File: src/common/sat_consts.svh
// size defines for one SAT bin, included by the package and by any RTL that loops over them
`ifndef SAT_CONSTS_SVH
`define SAT_CONSTS_SVH

// variables held by one bin
`define SAT_NUM_VARS 8

// clause slots in the evaluator
`define SAT_NUM_CLAUSES 8

// decision level width
`define SAT_LVL_W 8

// index widths for variables and clause slots
`define SAT_VAR_IDX_W 3
`define SAT_CLS_IDX_W 3

`endif

File: src/common/sat_pkg.sv
// shared types of the SAT bin: values, literals, commands, responses and controller states
`default_nettype none

`include "sat_consts.svh"

package sat_pkg;

    typedef logic [`SAT_LVL_W-1:0] lvl_t;
    typedef logic [`SAT_VAR_IDX_W-1:0] var_idx_t;
    typedef logic [`SAT_CLS_IDX_W-1:0] cls_idx_t;

    // 11 marks a variable during conflict analysis
    typedef enum logic [1:0] {
        POL_NONE  = 2'b00,
        POL_FALSE = 2'b01,
        POL_TRUE  = 2'b10,
        POL_MARK  = 2'b11
    } pol_e;

    typedef struct packed {
        pol_e pol;
        logic implied;
    } var_val_t;

    // same encoding as the polarity, so a literal is true when the two match
    typedef enum logic [1:0] {
        LIT_NONE = 2'b00,
        LIT_NEG  = 2'b01,
        LIT_POS  = 2'b10
    } lit_t;

    typedef lit_t [`SAT_NUM_VARS-1:0] lit_vec_t;
    typedef var_val_t [`SAT_NUM_VARS-1:0] val_vec_t;
    typedef lvl_t [`SAT_NUM_VARS-1:0] lvl_vec_t;

    typedef struct packed {
        var_val_t val;
        lvl_t lvl;
    } var_rec_t;

    typedef enum logic [2:0] {
        OP_LOAD,
        OP_READ,
        OP_CLAUSE_WR,
        OP_DECIDE,
        OP_PROPAGATE,
        OP_ANALYZE,
        OP_BACKTRACK
    } sat_op_e;

    typedef struct packed {
        sat_op_e op;
        var_idx_t var_idx;
        cls_idx_t cls_idx;
        logic pol;
        var_rec_t rec;
        lit_vec_t lits;
    } sat_cmd_t;

    typedef struct packed {
        logic conflict;
        cls_idx_t conf_idx;
        lvl_t cur_lvl;
        lvl_t bkt_lvl;
        lit_vec_t learnt;
        var_rec_t rec;
    } sat_rsp_t;

    typedef enum logic [2:0] {
        IDLE,
        PROP,
        MARK,
        COLLECT,
        REDUCE,
        DONE
    } ctrl_state_e;

endpackage

`default_nettype wire

File: src/var_bin/var_state.sv
// value, level, saved value and learnt literal of a single variable in the bin
`default_nettype none

module var_state import sat_pkg::*; (
    input  wire logic     clk,
    input  wire logic     rst,
    // load and readback
    input  wire logic     wr_i,
    input  var_rec_t      rec_i,
    output var_rec_t      rec_o,
    // decide
    input  wire logic     decide_i,
    input  wire logic     pol_i,
    input  lvl_t          cur_lvl_i,
    // imply
    input  wire logic     imply_i,
    input  var_val_t      imp_val_i,
    input  lvl_t          imp_lvl_i,
    // conflict analysis
    input  wire logic     analyze_i,
    input  wire logic     mark_i,
    // backtrack
    input  wire logic     bkt_i,
    input  lvl_t          bkt_lvl_i,
    output var_val_t      val_o,
    output lvl_t          lvl_o,
    output lit_t          learnt_o,
    output lvl_t          max_lvl_o
);

    var_val_t val_q;
    var_val_t saved_q;
    lvl_t lvl_q;
    lit_t learnt_q;

    always_ff @(posedge clk) begin
        if (!rst) begin
            val_q <= '0;
            lvl_q <= '0;
        end else if (wr_i) begin
            val_q <= rec_i.val;
            lvl_q <= rec_i.lvl;
        end else if (decide_i) begin
            val_q.pol <= pol_i ? POL_TRUE : POL_FALSE;
            val_q.implied <= 1'b0;
            lvl_q <= cur_lvl_i;
        end else if (imply_i && val_q.pol == POL_NONE && imp_val_i.pol != POL_NONE) begin
            val_q <= imp_val_i;
            lvl_q <= imp_lvl_i;
        end else if (analyze_i && mark_i) begin
            val_q.pol <= POL_MARK;
        end else if (bkt_i && lvl_q > bkt_lvl_i) begin
            val_q <= '0;
            lvl_q <= '0;
        end else if (bkt_i && learnt_q != LIT_NONE) begin
            // flip at the backtrack level, marked vars below it get their value back
            val_q.pol <= (lvl_q == bkt_lvl_i) ? pol_e'(~saved_q.pol) : saved_q.pol;
            val_q.implied <= saved_q.implied;
        end
    end

    // value before marking, kept until the backtrack consumes it
    always_ff @(posedge clk) begin
        if (!analyze_i && val_q.pol != POL_MARK) begin
            saved_q <= val_q;
        end
    end

    // reason is outside the bin, so every marked var goes into the learnt clause
    always_ff @(posedge clk) begin
        if (!rst) begin
            learnt_q <= LIT_NONE;
        end else if (val_q.pol == POL_MARK) begin
            learnt_q <= lit_t'(~saved_q.pol);
        end else if (!analyze_i) begin
            learnt_q <= LIT_NONE;
        end
    end

    assign rec_o = '{val: val_q, lvl: lvl_q};
    assign val_o = val_q;
    assign lvl_o = lvl_q;
    assign learnt_o = learnt_q;
    assign max_lvl_o = (learnt_q != LIT_NONE) ? lvl_q : '0;

endmodule

`default_nettype wire

File: src/var_bin/var_bin.sv
// array of variable states with a shared command fan-out and flat value and level views
`default_nettype none

`include "sat_consts.svh"

module var_bin import sat_pkg::*; (
    input  wire logic clk,
    input  wire logic rst,
    input  wire logic wr_i,
    input  var_idx_t  sel_i,
    input  var_rec_t  rec_i,
    output var_rec_t  rec_o,
    input  wire logic decide_i,
    input  wire logic pol_i,
    input  lvl_t      cur_lvl_i,
    input  wire logic imply_i,
    input  val_vec_t  imp_vals_i,
    input  lvl_t      imp_lvl_i,
    input  wire logic analyze_i,
    input  wire logic [`SAT_NUM_VARS-1:0] mark_mask_i,
    input  wire logic bkt_i,
    input  lvl_t      bkt_lvl_i,
    output val_vec_t  vals_o,
    output lvl_vec_t  lvls_o,
    output lit_vec_t  learnt_o,
    output lvl_vec_t  max_lvls_o
);

    var_rec_t recs [`SAT_NUM_VARS];

    for (genvar i = 0; i < `SAT_NUM_VARS; i++) begin : g_var
        // load and decide only reach the selected variable
        var_state u_var_state (
            .clk        (clk),
            .rst        (rst),
            .wr_i       (wr_i && sel_i == var_idx_t'(i)),
            .rec_i      (rec_i),
            .rec_o      (recs[i]),
            .decide_i   (decide_i && sel_i == var_idx_t'(i)),
            .pol_i      (pol_i),
            .cur_lvl_i  (cur_lvl_i),
            .imply_i    (imply_i),
            .imp_val_i  (imp_vals_i[i]),
            .imp_lvl_i  (imp_lvl_i),
            .analyze_i  (analyze_i),
            .mark_i     (mark_mask_i[i]),
            .bkt_i      (bkt_i),
            .bkt_lvl_i  (bkt_lvl_i),
            .val_o      (vals_o[i]),
            .lvl_o      (lvls_o[i]),
            .learnt_o   (learnt_o[i]),
            .max_lvl_o  (max_lvls_o[i])
        );
    end

    // readback mux
    assign rec_o = recs[sel_i];

endmodule

`default_nettype wire

File: src/logic/clause_eval.sv
// clause storage with combinational unit and conflict detection over current values
`default_nettype none

`include "sat_consts.svh"

module clause_eval import sat_pkg::*; (
    input  wire logic clk,
    input  wire logic rst,
    input  wire logic cls_wr_i,
    input  cls_idx_t  cls_idx_i,
    input  lit_vec_t  cls_lits_i,
    input  val_vec_t  vals_i,
    output logic      unit_o,
    output val_vec_t  imp_vals_o,
    output logic      conflict_o,
    output cls_idx_t  conf_idx_o,
    output lit_vec_t  conf_lits_o
);

    lit_vec_t cls_q [`SAT_NUM_CLAUSES];
    logic [`SAT_NUM_CLAUSES-1:0] valid_q;

    always_ff @(posedge clk) begin
        if (cls_wr_i) begin
            cls_q[cls_idx_i] <= cls_lits_i;
        end
    end

    // a clause without literals counts as an empty slot
    always_ff @(posedge clk) begin
        if (!rst) begin
            valid_q <= '0;
        end else if (cls_wr_i) begin
            valid_q[cls_idx_i] <= |cls_lits_i;
        end
    end

    always_comb begin
        logic sat;
        logic one_un;
        logic many_un;
        var_idx_t un_idx;
        unit_o = 1'b0;
        imp_vals_o = '0;
        conflict_o = 1'b0;
        conf_idx_o = '0;
        for (int c = 0; c < `SAT_NUM_CLAUSES; c++) begin
            sat = 1'b0;
            one_un = 1'b0;
            many_un = 1'b0;
            un_idx = '0;
            for (int v = 0; v < `SAT_NUM_VARS; v++) begin
                if (cls_q[c][v] != LIT_NONE) begin
                    if (vals_i[v].pol == POL_NONE) begin
                        many_un = many_un | one_un;
                        one_un = 1'b1;
                        un_idx = var_idx_t'(v);
                    end else if (vals_i[v].pol == pol_e'(cls_q[c][v])) begin
                        sat = 1'b1;
                    end
                end
            end
            if (valid_q[c] && !sat) begin
                if (!one_un && !conflict_o) begin
                    // lowest falsified clause wins
                    conflict_o = 1'b1;
                    conf_idx_o = cls_idx_t'(c);
                end else if (one_un && !many_un && imp_vals_o[un_idx].pol == POL_NONE) begin
                    // opposing implications surface as a conflict next cycle
                    unit_o = 1'b1;
                    imp_vals_o[un_idx].pol = pol_e'(cls_q[c][un_idx]);
                    imp_vals_o[un_idx].implied = 1'b1;
                end
            end
        end
    end

    assign conf_lits_o = conflict_o ? cls_q[conf_idx_o] : '0;

endmodule

`default_nettype wire

File: src/logic/sat_bin_ctrl.sv
// command FSM of the SAT bin, sequences propagate and analyze and owns the decision level
`default_nettype none

`include "sat_consts.svh"

module sat_bin_ctrl import sat_pkg::*; (
    input  wire logic clk,
    input  wire logic rst,
    input  wire logic cmd_valid_i,
    input  sat_cmd_t  cmd_i,
    output logic      busy_o,
    output logic      done_o,
    output sat_rsp_t  rsp_o,
    // variable bin
    output logic      wr_o,
    output var_idx_t  sel_o,
    output var_rec_t  rec_o,
    input  var_rec_t  rec_i,
    output logic      decide_o,
    output logic      pol_o,
    output lvl_t      cur_lvl_o,
    output logic      imply_o,
    output val_vec_t  imp_vals_o,
    output lvl_t      imp_lvl_o,
    output logic      analyze_o,
    output logic [`SAT_NUM_VARS-1:0] mark_mask_o,
    output logic      bkt_o,
    output lvl_t      bkt_lvl_o,
    // clause evaluator
    output logic      cls_wr_o,
    input  wire logic unit_i,
    input  val_vec_t  imp_vals_i,
    input  wire logic conflict_i,
    input  cls_idx_t  conf_idx_i,
    input  lit_vec_t  conf_lits_i,
    input  lit_vec_t  learnt_i,
    input  lvl_vec_t  max_lvls_i
);

    ctrl_state_e state_q;
    ctrl_state_e state_d;
    sat_rsp_t rsp_q;
    logic accept;
    lvl_t bkt_calc;

    // DONE still takes commands
    assign busy_o = !(state_q == IDLE || state_q == DONE);
    assign done_o = state_q == DONE;
    assign rsp_o = rsp_q;
    assign accept = cmd_valid_i && !busy_o;

    assign wr_o = accept && cmd_i.op == OP_LOAD;
    assign sel_o = cmd_i.var_idx;
    assign rec_o = cmd_i.rec;
    assign decide_o = accept && cmd_i.op == OP_DECIDE;
    assign pol_o = cmd_i.pol;
    // decided var lands on the new level
    assign cur_lvl_o = decide_o ? rsp_q.cur_lvl + 1'b1 : rsp_q.cur_lvl;
    assign cls_wr_o = accept && cmd_i.op == OP_CLAUSE_WR;

    assign imply_o = state_q == PROP && unit_i && !conflict_i;
    assign imp_vals_o = imply_o ? imp_vals_i : '0;
    assign imp_lvl_o = rsp_q.cur_lvl;
    assign analyze_o = state_q inside {MARK, COLLECT, REDUCE};
    assign bkt_o = accept && cmd_i.op == OP_BACKTRACK;
    assign bkt_lvl_o = rsp_q.bkt_lvl;

    // mark the conflict clause while values are still intact
    always_comb begin
        for (int v = 0; v < `SAT_NUM_VARS; v++) begin
            mark_mask_o[v] = state_q == MARK && conf_lits_i[v] != LIT_NONE;
        end
    end

    // highest learnt level below the current one
    always_comb begin
        bkt_calc = '0;
        for (int v = 0; v < `SAT_NUM_VARS; v++) begin
            if (max_lvls_i[v] < rsp_q.cur_lvl && max_lvls_i[v] > bkt_calc) begin
                bkt_calc = max_lvls_i[v];
            end
        end
    end

    always_comb begin
        state_d = state_q;
        case (state_q)
            IDLE, DONE: begin
                state_d = IDLE;
                if (accept) begin
                    case (cmd_i.op)
                        OP_PROPAGATE: state_d = PROP;
                        OP_ANALYZE:   state_d = MARK;
                        default:      state_d = DONE;
                    endcase
                end
            end
            // loop until fixpoint or conflict
            PROP: begin
                if (conflict_i || !unit_i) begin
                    state_d = DONE;
                end
            end
            MARK:    state_d = COLLECT;
            COLLECT: state_d = REDUCE;
            REDUCE:  state_d = DONE;
            default: state_d = IDLE;
        endcase
    end

    always_ff @(posedge clk) begin
        if (!rst) begin
            state_q <= IDLE;
            rsp_q <= '0;
        end else begin
            state_q <= state_d;
            if (accept && cmd_i.op == OP_READ) begin
                rsp_q.rec <= rec_i;
            end
            if (decide_o) begin
                rsp_q.cur_lvl <= cur_lvl_o;
            end
            if (bkt_o) begin
                rsp_q.cur_lvl <= rsp_q.bkt_lvl;
            end
            if (state_q == PROP && state_d == DONE) begin
                rsp_q.conflict <= conflict_i;
                rsp_q.conf_idx <= conflict_i ? conf_idx_i : '0;
            end
            if (state_q == REDUCE) begin
                rsp_q.bkt_lvl <= bkt_calc;
                rsp_q.learnt <= learnt_i;
            end
        end
    end

endmodule

`default_nettype wire

File: src/logic/sat_bin_top.sv
// top of one SAT bin, joins the command controller, clause evaluator and variable bin
`default_nettype none

`include "sat_consts.svh"

module sat_bin_top import sat_pkg::*; (
    input  wire logic clk,
    input  wire logic rst,
    input  wire logic cmd_valid_i,
    input  sat_cmd_t  cmd_i,
    output logic      busy_o,
    output logic      done_o,
    output sat_rsp_t  rsp_o
);

    logic wr;
    var_idx_t sel;
    var_rec_t wr_rec;
    var_rec_t rd_rec;
    logic decide;
    logic pol;
    lvl_t cur_lvl;
    logic imply;
    val_vec_t ctrl_imp_vals;
    val_vec_t cls_imp_vals;
    lvl_t imp_lvl;
    logic analyze;
    logic [`SAT_NUM_VARS-1:0] mark_mask;
    logic bkt;
    lvl_t bkt_lvl;
    logic cls_wr;
    logic unit;
    logic conflict;
    cls_idx_t conf_idx;
    lit_vec_t conf_lits;
    val_vec_t vals;
    lit_vec_t learnt;
    lvl_vec_t max_lvls;

    sat_bin_ctrl u_ctrl (
        .clk, .rst, .cmd_valid_i, .cmd_i, .busy_o, .done_o, .rsp_o,
        .wr_o (wr), .sel_o (sel), .rec_o (wr_rec), .rec_i (rd_rec),
        .decide_o (decide), .pol_o (pol), .cur_lvl_o (cur_lvl),
        .imply_o (imply), .imp_vals_o (ctrl_imp_vals), .imp_lvl_o (imp_lvl),
        .analyze_o (analyze), .mark_mask_o (mark_mask),
        .bkt_o (bkt), .bkt_lvl_o (bkt_lvl), .cls_wr_o (cls_wr),
        .unit_i (unit), .imp_vals_i (cls_imp_vals), .conflict_i (conflict),
        .conf_idx_i (conf_idx), .conf_lits_i (conf_lits),
        .learnt_i (learnt), .max_lvls_i (max_lvls)
    );

    clause_eval u_clause_eval (
        .clk, .rst,
        .cls_wr_i (cls_wr), .cls_idx_i (cmd_i.cls_idx), .cls_lits_i (cmd_i.lits),
        .vals_i (vals), .unit_o (unit), .imp_vals_o (cls_imp_vals),
        .conflict_o (conflict), .conf_idx_o (conf_idx), .conf_lits_o (conf_lits)
    );

    var_bin u_var_bin (
        .clk, .rst,
        .wr_i (wr), .sel_i (sel), .rec_i (wr_rec), .rec_o (rd_rec),
        .decide_i (decide), .pol_i (pol), .cur_lvl_i (cur_lvl),
        .imply_i (imply), .imp_vals_i (ctrl_imp_vals), .imp_lvl_i (imp_lvl),
        .analyze_i (analyze), .mark_mask_i (mark_mask),
        .bkt_i (bkt), .bkt_lvl_i (bkt_lvl),
        .vals_o (vals), .lvls_o (), .learnt_o (learnt), .max_lvls_o (max_lvls)
    );

endmodule

`default_nettype wire

File: config.mk
export PLATFORM = sky130hd
export DESIGN_NAME = sat_bin_top
export DESIGN_NICKNAME = d
export VERILOG_FILES = /design/src/common/sat_pkg.sv /design/src/var_bin/var_state.sv /design/src/var_bin/var_bin.sv /design/src/logic/clause_eval.sv /design/src/logic/sat_bin_ctrl.sv /design/src/logic/sat_bin_top.sv
export VERILOG_INCLUDE_DIRS = /design/src /design/src/common
export SDC_FILE = /design/constraint.sdc
export NUM_CORES = 1
export LEC_CHECK = 0
export ABC_AREA = 1
export BUFFER_PORTS_ARGS = -buffer_cell sky130_fd_sc_hd__clkbuf_2
export CAP_MARGIN = 20
export CORE_ASPECT_RATIO = 1.1
export CORE_MARGIN = 10
export CORE_UTILIZATION = 45
export DETAILED_ROUTE_END_ITERATION = 16
export SLEW_MARGIN = 15
export SYNTH_ARGS = -nofsm -noshare
export SYNTH_HDL_FRONTEND = slang
export SYNTH_SLANG_ARGS = --single-unit
File: constraint.sdc
create_clock -name clk -period 11.6 [get_ports clk]
set_input_delay 1.16 -clock clk [delete_from_list [all_inputs] [get_ports clk]]
set_output_delay 1.16 -clock clk [all_outputs]
set_load 0.02 [all_outputs]
==> impl_metrics.env, run 1 <==
export IMPL_drt_total_wl_um=135000
export IMPL_endpoint_kind="register"
export IMPL_grt_busiest_layer="met2"
export IMPL_period_share_pct=96.5
export IMPL_powerDensity_mw_per_mm2=95.0
export IMPL_fill_cells=6160
export IMPL_core_area_mm2=0.0589
export IMPL_grt_pass1_wl_um=192000
export IMPL_fin_skew_ns=0.0156
export IMPL_die_y_um=276
export IMPL_seq_area_frac_synth_pct=29.1
export IMPL_die_x_um=253
export IMPL_cp_arrival_ns=11.62
export IMPL_initial_utilization_pct=45.6
export IMPL_crit_buf_inv=9
export IMPL_drc=0
export IMPL_syn_to_final_growth_pct=14.4
export IMPL_cts_buffer_depth=3
export IMPL_grt_pass1_vias=28596
export IMPL_io_buffers=88
export IMPL_path_class="reg2reg"
export IMPL_setup_viol_count_final=0
export IMPL_cts_tree="done"
export IMPL_cp_slowest_cell="dfxtp_1"
export IMPL_cp_top_family="compound AO/OA/AOI/OAI gates"
export IMPL_place_hpwl_um=105000
export IMPL_setup_slack_ns=0.412
export IMPL_worst_path_max_fanout=8
export IMPL_grtUsageMet1_pct=40.3
export IMPL_outcome="complete, no violations"
export IMPL_num_vias=30233
export IMPL_ctsHtreeMaxLevel=2
export IMPL_wl_per_cell_um=27.1
export IMPL_final_common_cell="nand2_1"
export IMPL_num_rows=93
export IMPL_synth_cells=4031
export IMPL_crit_path_start_kind="register"
export IMPL_grt_start_max_net_pins=68
export IMPL_grt_use_total_pct=37.1
export IMPL_layout_nets=4422
export IMPL_ir_worst_vdd_mv=0.0998
export IMPL_use_met3_pct=5.60
export IMPL_layout_common_cells="nand2_1, nor2_1, inv_1, a21oi_1, nand3_1"
export IMPL_cts_sinks=314
export IMPL_rsz0062_at_grt="yes"
export IMPL_required_ns=12.03
export IMPL_routed_via_density=6.05
export IMPL_slew_viol_final=0
export IMPL_synth_edff_count=152
export IMPL_root_buffer="clkbuf_16"
export IMPL_grt_ovfl_total=0
export IMPL_cts_clk_slew_worst_paths_ns=0.06
export IMPL_yosysUniqueCellTypes=70
export IMPL_tightest_slew_ns=1.15
export IMPL_grtUsageMet2_pct=61.0
export IMPL_diodes=0
export IMPL_hold_viol=0
export IMPL_synth_nets=4248
export IMPL_yosys_warnings=0
export IMPL_die_area_mm2=0.0699
export IMPL_ys_seq_elements=314
export IMPL_routabilityCongestion=1.05
export IMPL_synthFlopType="dfxtp_1"
export IMPL_leakagePower_nw=13.5
export IMPL_top_level_ports=89
export IMPL_avgSynthCellArea_um2=6.66
export IMPL_fin_hold_ws_ns=0.461
export IMPL_layout_drive_gt1_share_pct=12.7
export IMPL_netlist_area_mm2=0.0269
export IMPL_cpPeakStageDelay_ns=0.37
export IMPL_place_ws_ns=-0.506
export IMPL_fmax_ghz=0.0894
export IMPL_antenna_found_initial=3
export IMPL_numCtsBuffers=39
export IMPL_async_flop_share_pct=0
export IMPL_dr_pass1_iters=7
export IMPL_drtAntennaViolNets=0
export IMPL_maxSlewHeadroom_pct=23.0
export IMPL_finalCriticalPeriod_ns=11.19
export IMPL_drtIter0Drc=2929
export IMPL_clock_latency_ns=0.59
export IMPL_drv_cap=0
export IMPL_cts_hold_buf=0
export IMPL_worstHoldPathType="reg2reg"
per-layer routing:
metal	vias up	routed length (um)
li1	14136	-
met1	13949	48100
met2	1550	62300
met3	594	9470
met4	4	15300
met5	-	24
tightest hold or removal path, cell delays in order (launching register included):
cell     delay (ns)
dfxtp_1        0.30
nand2_1        0.06
a21oi_1        0.05
cells by family (layout without fill, tap and decap cells):
| family | after synthesis | in the layout | synth area share, % |
|---|---|---|---|
| and+or+nand+nor | 1867 | 1867 | 29.8 |
| AOI/OAI and AO/OA | 952 | 955 | 20.6 |
| DFF | 314 | 314 | 29.1 |
| xor gates and xnor gates | 77 | 77 | 2.51 |
| buffers and inverters | 644 | 845 | 9.79 |
| adders and majority gates | 177 | 177 | 8.24 |
final cells by class:
| type | count | area (um2) | area share [%] |
|---|---|---|---|
| well taps | 760 | 951 | 3.09 |
| clock buffers | 52 | 1110 | 3.60 |
| flip-flops and latches | 314 | 7810 | 25.4 |
| multi-input cells | 3076 | 17000 | 55.2 |
| repair buffers | 251 | 1680 | 5.47 |
| clock inverters | 19 | 226 | 0.737 |
| inverters | 523 | 1980 | 6.44 |
stage by stage:
stage,power [mW],TNS (ns),instances,cell area [um2],util [%]
after global placement,1.62,-3.08,4903,28700,48.8
after CTS,2.91,0,4974,30100,51.0
final,2.92,0,4995,30700,52.2
after detailed placement,1.62,-3.96,4903,28700,48.8
after floorplan,1.47,0,4031,26900,-
after global routing,3.00,-1.13,4995,30700,52.2
final timing paths:
kind / end / depth (start not counted) / from / slack [ns]
setup reg to reg: u_ctrl.bkt_lvl_o[6]$_SDFFE_PN0P_ / 71 / u_var_bin.g_var[0].u_var_state.learnt_o[1]$_SDFFE_PN0P_ / 0.41
setup / recovery: u_ctrl.bkt_lvl_o[6]$_SDFFE_PN0P_ / 71 / u_var_bin.g_var[0].u_var_state.learnt_o[1]$_SDFFE_PN0P_ / 0.41
hold reg to reg: u_ctrl.rsp_o[44]$_SDFFE_PN0P_ / 2 / u_ctrl.rsp_o[44]$_SDFFE_PN0P_ / 0.46
hold / removal: u_ctrl.rsp_o[44]$_SDFFE_PN0P_ / 2 / u_ctrl.rsp_o[44]$_SDFFE_PN0P_ / 0.46
report_power, final:
part,total [mW],internal [mW],switching [mW]
combinational,0.374,0.102,0.273
sequential,1.23,1.20,0.0257
clock,1.31,0.767,0.548
total,2.92,2.07,0.846
sequential cells by signal, indices dropped and copies added (netlist names):
signal	flops
u_var_bin.g_var.u_var_state.saved_q	24
u_var_bin.g_var.u_var_state.rec_o	24
u_clause_eval.cls_q	128
u_clause_eval.valid_q	8
u_ctrl.imp_lvl_o	8
u_ctrl.bkt_lvl_o	8
u_ctrl.rsp_o	31
u_ctrl.state_q	3
u_var_bin.g_var.u_var_state.lvl_o	64
u_var_bin.g_var.u_var_state.learnt_o	16
cell usage after synthesis (all sizes together) (8+ instances only):
cell / number / area [um2]
xnor2: 32 / 280
o311ai: 15 / 131
edfxtp: 152 / 4560
ha: 177 / 2210
nor4: 14 / 87.6
a22oi: 15 / 113
o31ai: 10 / 75.1
o211ai: 39 / 293
a31oi: 31 / 194
nor3: 37 / 224
nor2: 529 / 2090
a211oi: 11 / 82.6
nand3: 269 / 1420
o21a: 11 / 82.6
clkbuf: 62 / 234
buf: 56 / 403
o2111ai: 14 / 135
nand4: 72 / 450
a21boi: 8 / 63.8
a21o: 8 / 60.1
o21ai: 255 / 1280
dfxtp: 162 / 3240
clkinv: 19 / 71.3
o22ai: 118 / 738
a2111oi: 10 / 87.6
xor2: 45 / 394
a21oi: 371 / 1870
nand2: 905 / 3470
o221ai: 12 / 105
or2: 29 / 181
inv: 504 / 1900
repair_timing:
item / 4_1_cts / 5_1_grt
setup endpoints to repair: 8 / 8
gates cloned: 0 / 9
buffers inserted: 0 / 12
pin swaps: 0 / 61
gates resized for setup: 6 / 174
hold endpoints to repair: 0 / 0
Note: power is estimated with default switching activity, not from simulation.
==> inputs of run 2 (changes only) <==
--- a/config.mk
+++ b/config.mk
@@ -16,4 +16,5 @@
 export SLEW_MARGIN = 15
 export SYNTH_ARGS = -nofsm -noshare
 export SYNTH_HDL_FRONTEND = slang
+export SYNTH_HIERARCHICAL = 1
 export SYNTH_SLANG_ARGS = --single-unit
==> impl_metrics.env, run 2 <==
export IMPL_outcome="complete, no violations"
export IMPL_period_share_pct=91.7
export IMPL_routed_via_density=5.64
export IMPL_cts_clk_slew_worst_paths_ns=0.06
export IMPL_grt_start_max_net_pins=66
export IMPL_dr_pass1_iters=6
export IMPL_largest_reg_flops=128
export IMPL_crit_path_start_kind="register"
export IMPL_hold_viol=0
export IMPL_drc=0
export IMPL_endpoint_kind="register"
export IMPL_drtIter0Drc=3269
export IMPL_required_ns=12.09
export IMPL_fmax_ghz=0.0940
export IMPL_slew_viol_final=0
export IMPL_die_y_um=298
export IMPL_clock_latency_ns=0.59
export IMPL_root_buffer="clkbuf_16"
export IMPL_place_ws_ns=0.235
export IMPL_grt_pass1_wl_um=195000
export IMPL_cts_buffer_depth=3
export IMPL_crit_buf_inv=10
export IMPL_wl_per_cell_um=21.9
export IMPL_worstHoldPathType="reg2reg"
export IMPL_final_common_cell="nand2_1"
export IMPL_grt_pass1_vias=31794
export IMPL_place_hpwl_um=105000
export IMPL_num_rows=101
export IMPL_r2r_cells=74
export IMPL_cp_top_family="simple AND/OR/NAND/NOR gates"
export IMPL_io_buffers=88
export IMPL_finalCriticalPeriod_ns=10.64
export IMPL_layout_common_cells="nand2_1, inv_1, nor2_1, a21oi_1, nand3_1"
export IMPL_antenna_found_initial=0
export IMPL_drv_cap=0
export IMPL_synth_cells=4971
export IMPL_grt_ovfl_total=0
export IMPL_layout_nets=5295
export IMPL_dp_cells=5957
export IMPL_powerDensity_mw_per_mm2=83.4
export IMPL_tightest_slew_ns=1.13
export IMPL_cts_sinks=314
export IMPL_grt_use_total_pct=31.2
export IMPL_power_mw=2.90
export IMPL_setup_slack_ns=0.963
export IMPL_min_from="u_ctrl/rsp_o[8]$_SDFFE_PN0P_"
export IMPL_cp_arrival_ns=11.13
export IMPL_cpPeakStageDelay_ns=0.73
export IMPL_reg2reg_slack_ns=0.96
export IMPL_path_class="reg2reg"
export IMPL_cpMostUsedCell="nand2_1"
export IMPL_routabilityCongestion=1.04
export IMPL_die_area_mm2=0.0814
export IMPL_drtAntennaViolNets=0
export IMPL_setup_viol_count_final=0
export IMPL_leakagePower_nw=16.0
export IMPL_maxSlewHeadroom_pct=24.4
export IMPL_fin_skew_ns=0.0371
export IMPL_cp_slowest_cell="dfxtp_1"
export IMPL_avgSynthCellArea_um2=6.37
export IMPL_netlist_area_mm2=0.0317
export IMPL_top_level_ports=89
export IMPL_top_register="u_clause_eval/cls_q"
export IMPL_numCtsBuffers=39
export IMPL_ir_worst_vdd_mv=0.132
export IMPL_worst_path_max_fanout=18
export IMPL_synth_nets=5179
export IMPL_whs_endpoint="u_ctrl/rsp_o[8]$_SDFFE_PN0P_"
export IMPL_layout_drive_gt1_share_pct=13.1
export IMPL_drt_total_wl_um=133000
export IMPL_syn_to_final_growth_pct=9.71
export IMPL_final_util_pct=50.1
export IMPL_r2r_end="u_var_bin/g_var[7].u_var_state/rec_o[8]$_SDFFE_PN0P_"
export IMPL_final_cell_count_no_fill=6045
export IMPL_num_vias=34115
export IMPL_ctsHtreeMaxLevel=2
export IMPL_cts_tree="done"
export IMPL_hold_depth=2
export IMPL_initial_utilization_pct=45.6
export IMPL_r2r_start="u_var_bin/g_var[2].u_var_state/rec_o[9]$_SDFFE_PN0P_"
export IMPL_core_area_mm2=0.0694
export IMPL_die_x_um=273
export IMPL_yosys_warnings=6
## run 2: worst register-to-register path, delay by kind of cell, from the launching register on
kind / cells / cell delay, ns
and+or+nand+nor: 62 / 8.11
buffers and inverters: 10 / 1.34
DFF: 1 / 0.73
AOI/OAI and AO/OA: 2 / 0.36
## run 2: per-stage QoR
stage	setup TNS, ns	instance area [um2]	hold slack [ns]
finish	0	34700	0.443
global route	-0.113	34700	0.470
CTS	0	34500	0.448
detailed placement	0	33200	0.438
global placement	0	33200	0.434
floorplan	0	31700	0.430
## run 2: per-layer routing
metal  vias up  share of wire [%]  track usage [%]
met3       504                6.7             4.34
met1     15654                 38             35.2
li1      16430                  -                -
met5         -                  0                0
met2      1527                 47             52.7
met4         0                8.8             23.8
## run 2: timing repair
item / in CTS / in global routing
setup buffers: 0 / 11
gates resized for setup: 0 / 38
hold buffers: 0 / 0
setup endpoints to repair: 0 / 8
hold endpoints to repair: 0 / 0
## run 2: final cells by class
class	instances	area, um2
fillers	7348	34600
diodes	1	2.50
clock inverters	19	210
well taps	927	1160
flip-flops and latches	314	7810
multi-input cells	3670	19500
inverters	758	2860
clock buffers	52	1090
repair buffers	304	2100
## run 2: worst max path at each step
stage / start / end / slack [ns] / cells past startpoint
after floorplan: u_ctrl/imp_lvl_o[5]$_SDFFE_PN0P_ / u_ctrl/bkt_lvl_o[5]$_SDFFE_PN0P_ / 0.79 / 79
after global placement: u_ctrl/imp_lvl_o[5]$_SDFFE_PN0P_ / u_ctrl/bkt_lvl_o[4]$_SDFFE_PN0P_ / 0.45 / 72
after detailed placement: u_var_bin/g_var[0].u_var_state/learnt_o[1]$_SDFFE_PN0P_ / u_ctrl/bkt_lvl_o[2]$_SDFFE_PN0P_ / 0.23 / 75
after CTS: u_var_bin/g_var[0].u_var_state/learnt_o[1]$_SDFFE_PN0P_ / u_ctrl/bkt_lvl_o[2]$_SDFFE_PN0P_ / 0.19 / 75
after global routing: u_var_bin/g_var[0].u_var_state/learnt_o[0]$_SDFFE_PN0P_ / u_ctrl/bkt_lvl_o[0]$_SDFFE_PN0P_ / -0.04 / 81
final: u_var_bin/g_var[2].u_var_state/rec_o[9]$_SDFFE_PN0P_ / u_var_bin/g_var[7].u_var_state/rec_o[8]$_SDFFE_PN0P_ / 0.96 / 74
## run 2: power by group
group | internal (mW) | switching, mW | total [mW]
logic | 0.105 | 0.295 | 0.400
registers | 1.21 | 0.0238 | 1.23
clock network | 0.734 | 0.530 | 1.26
total | 2.05 | 0.849 | 2.90
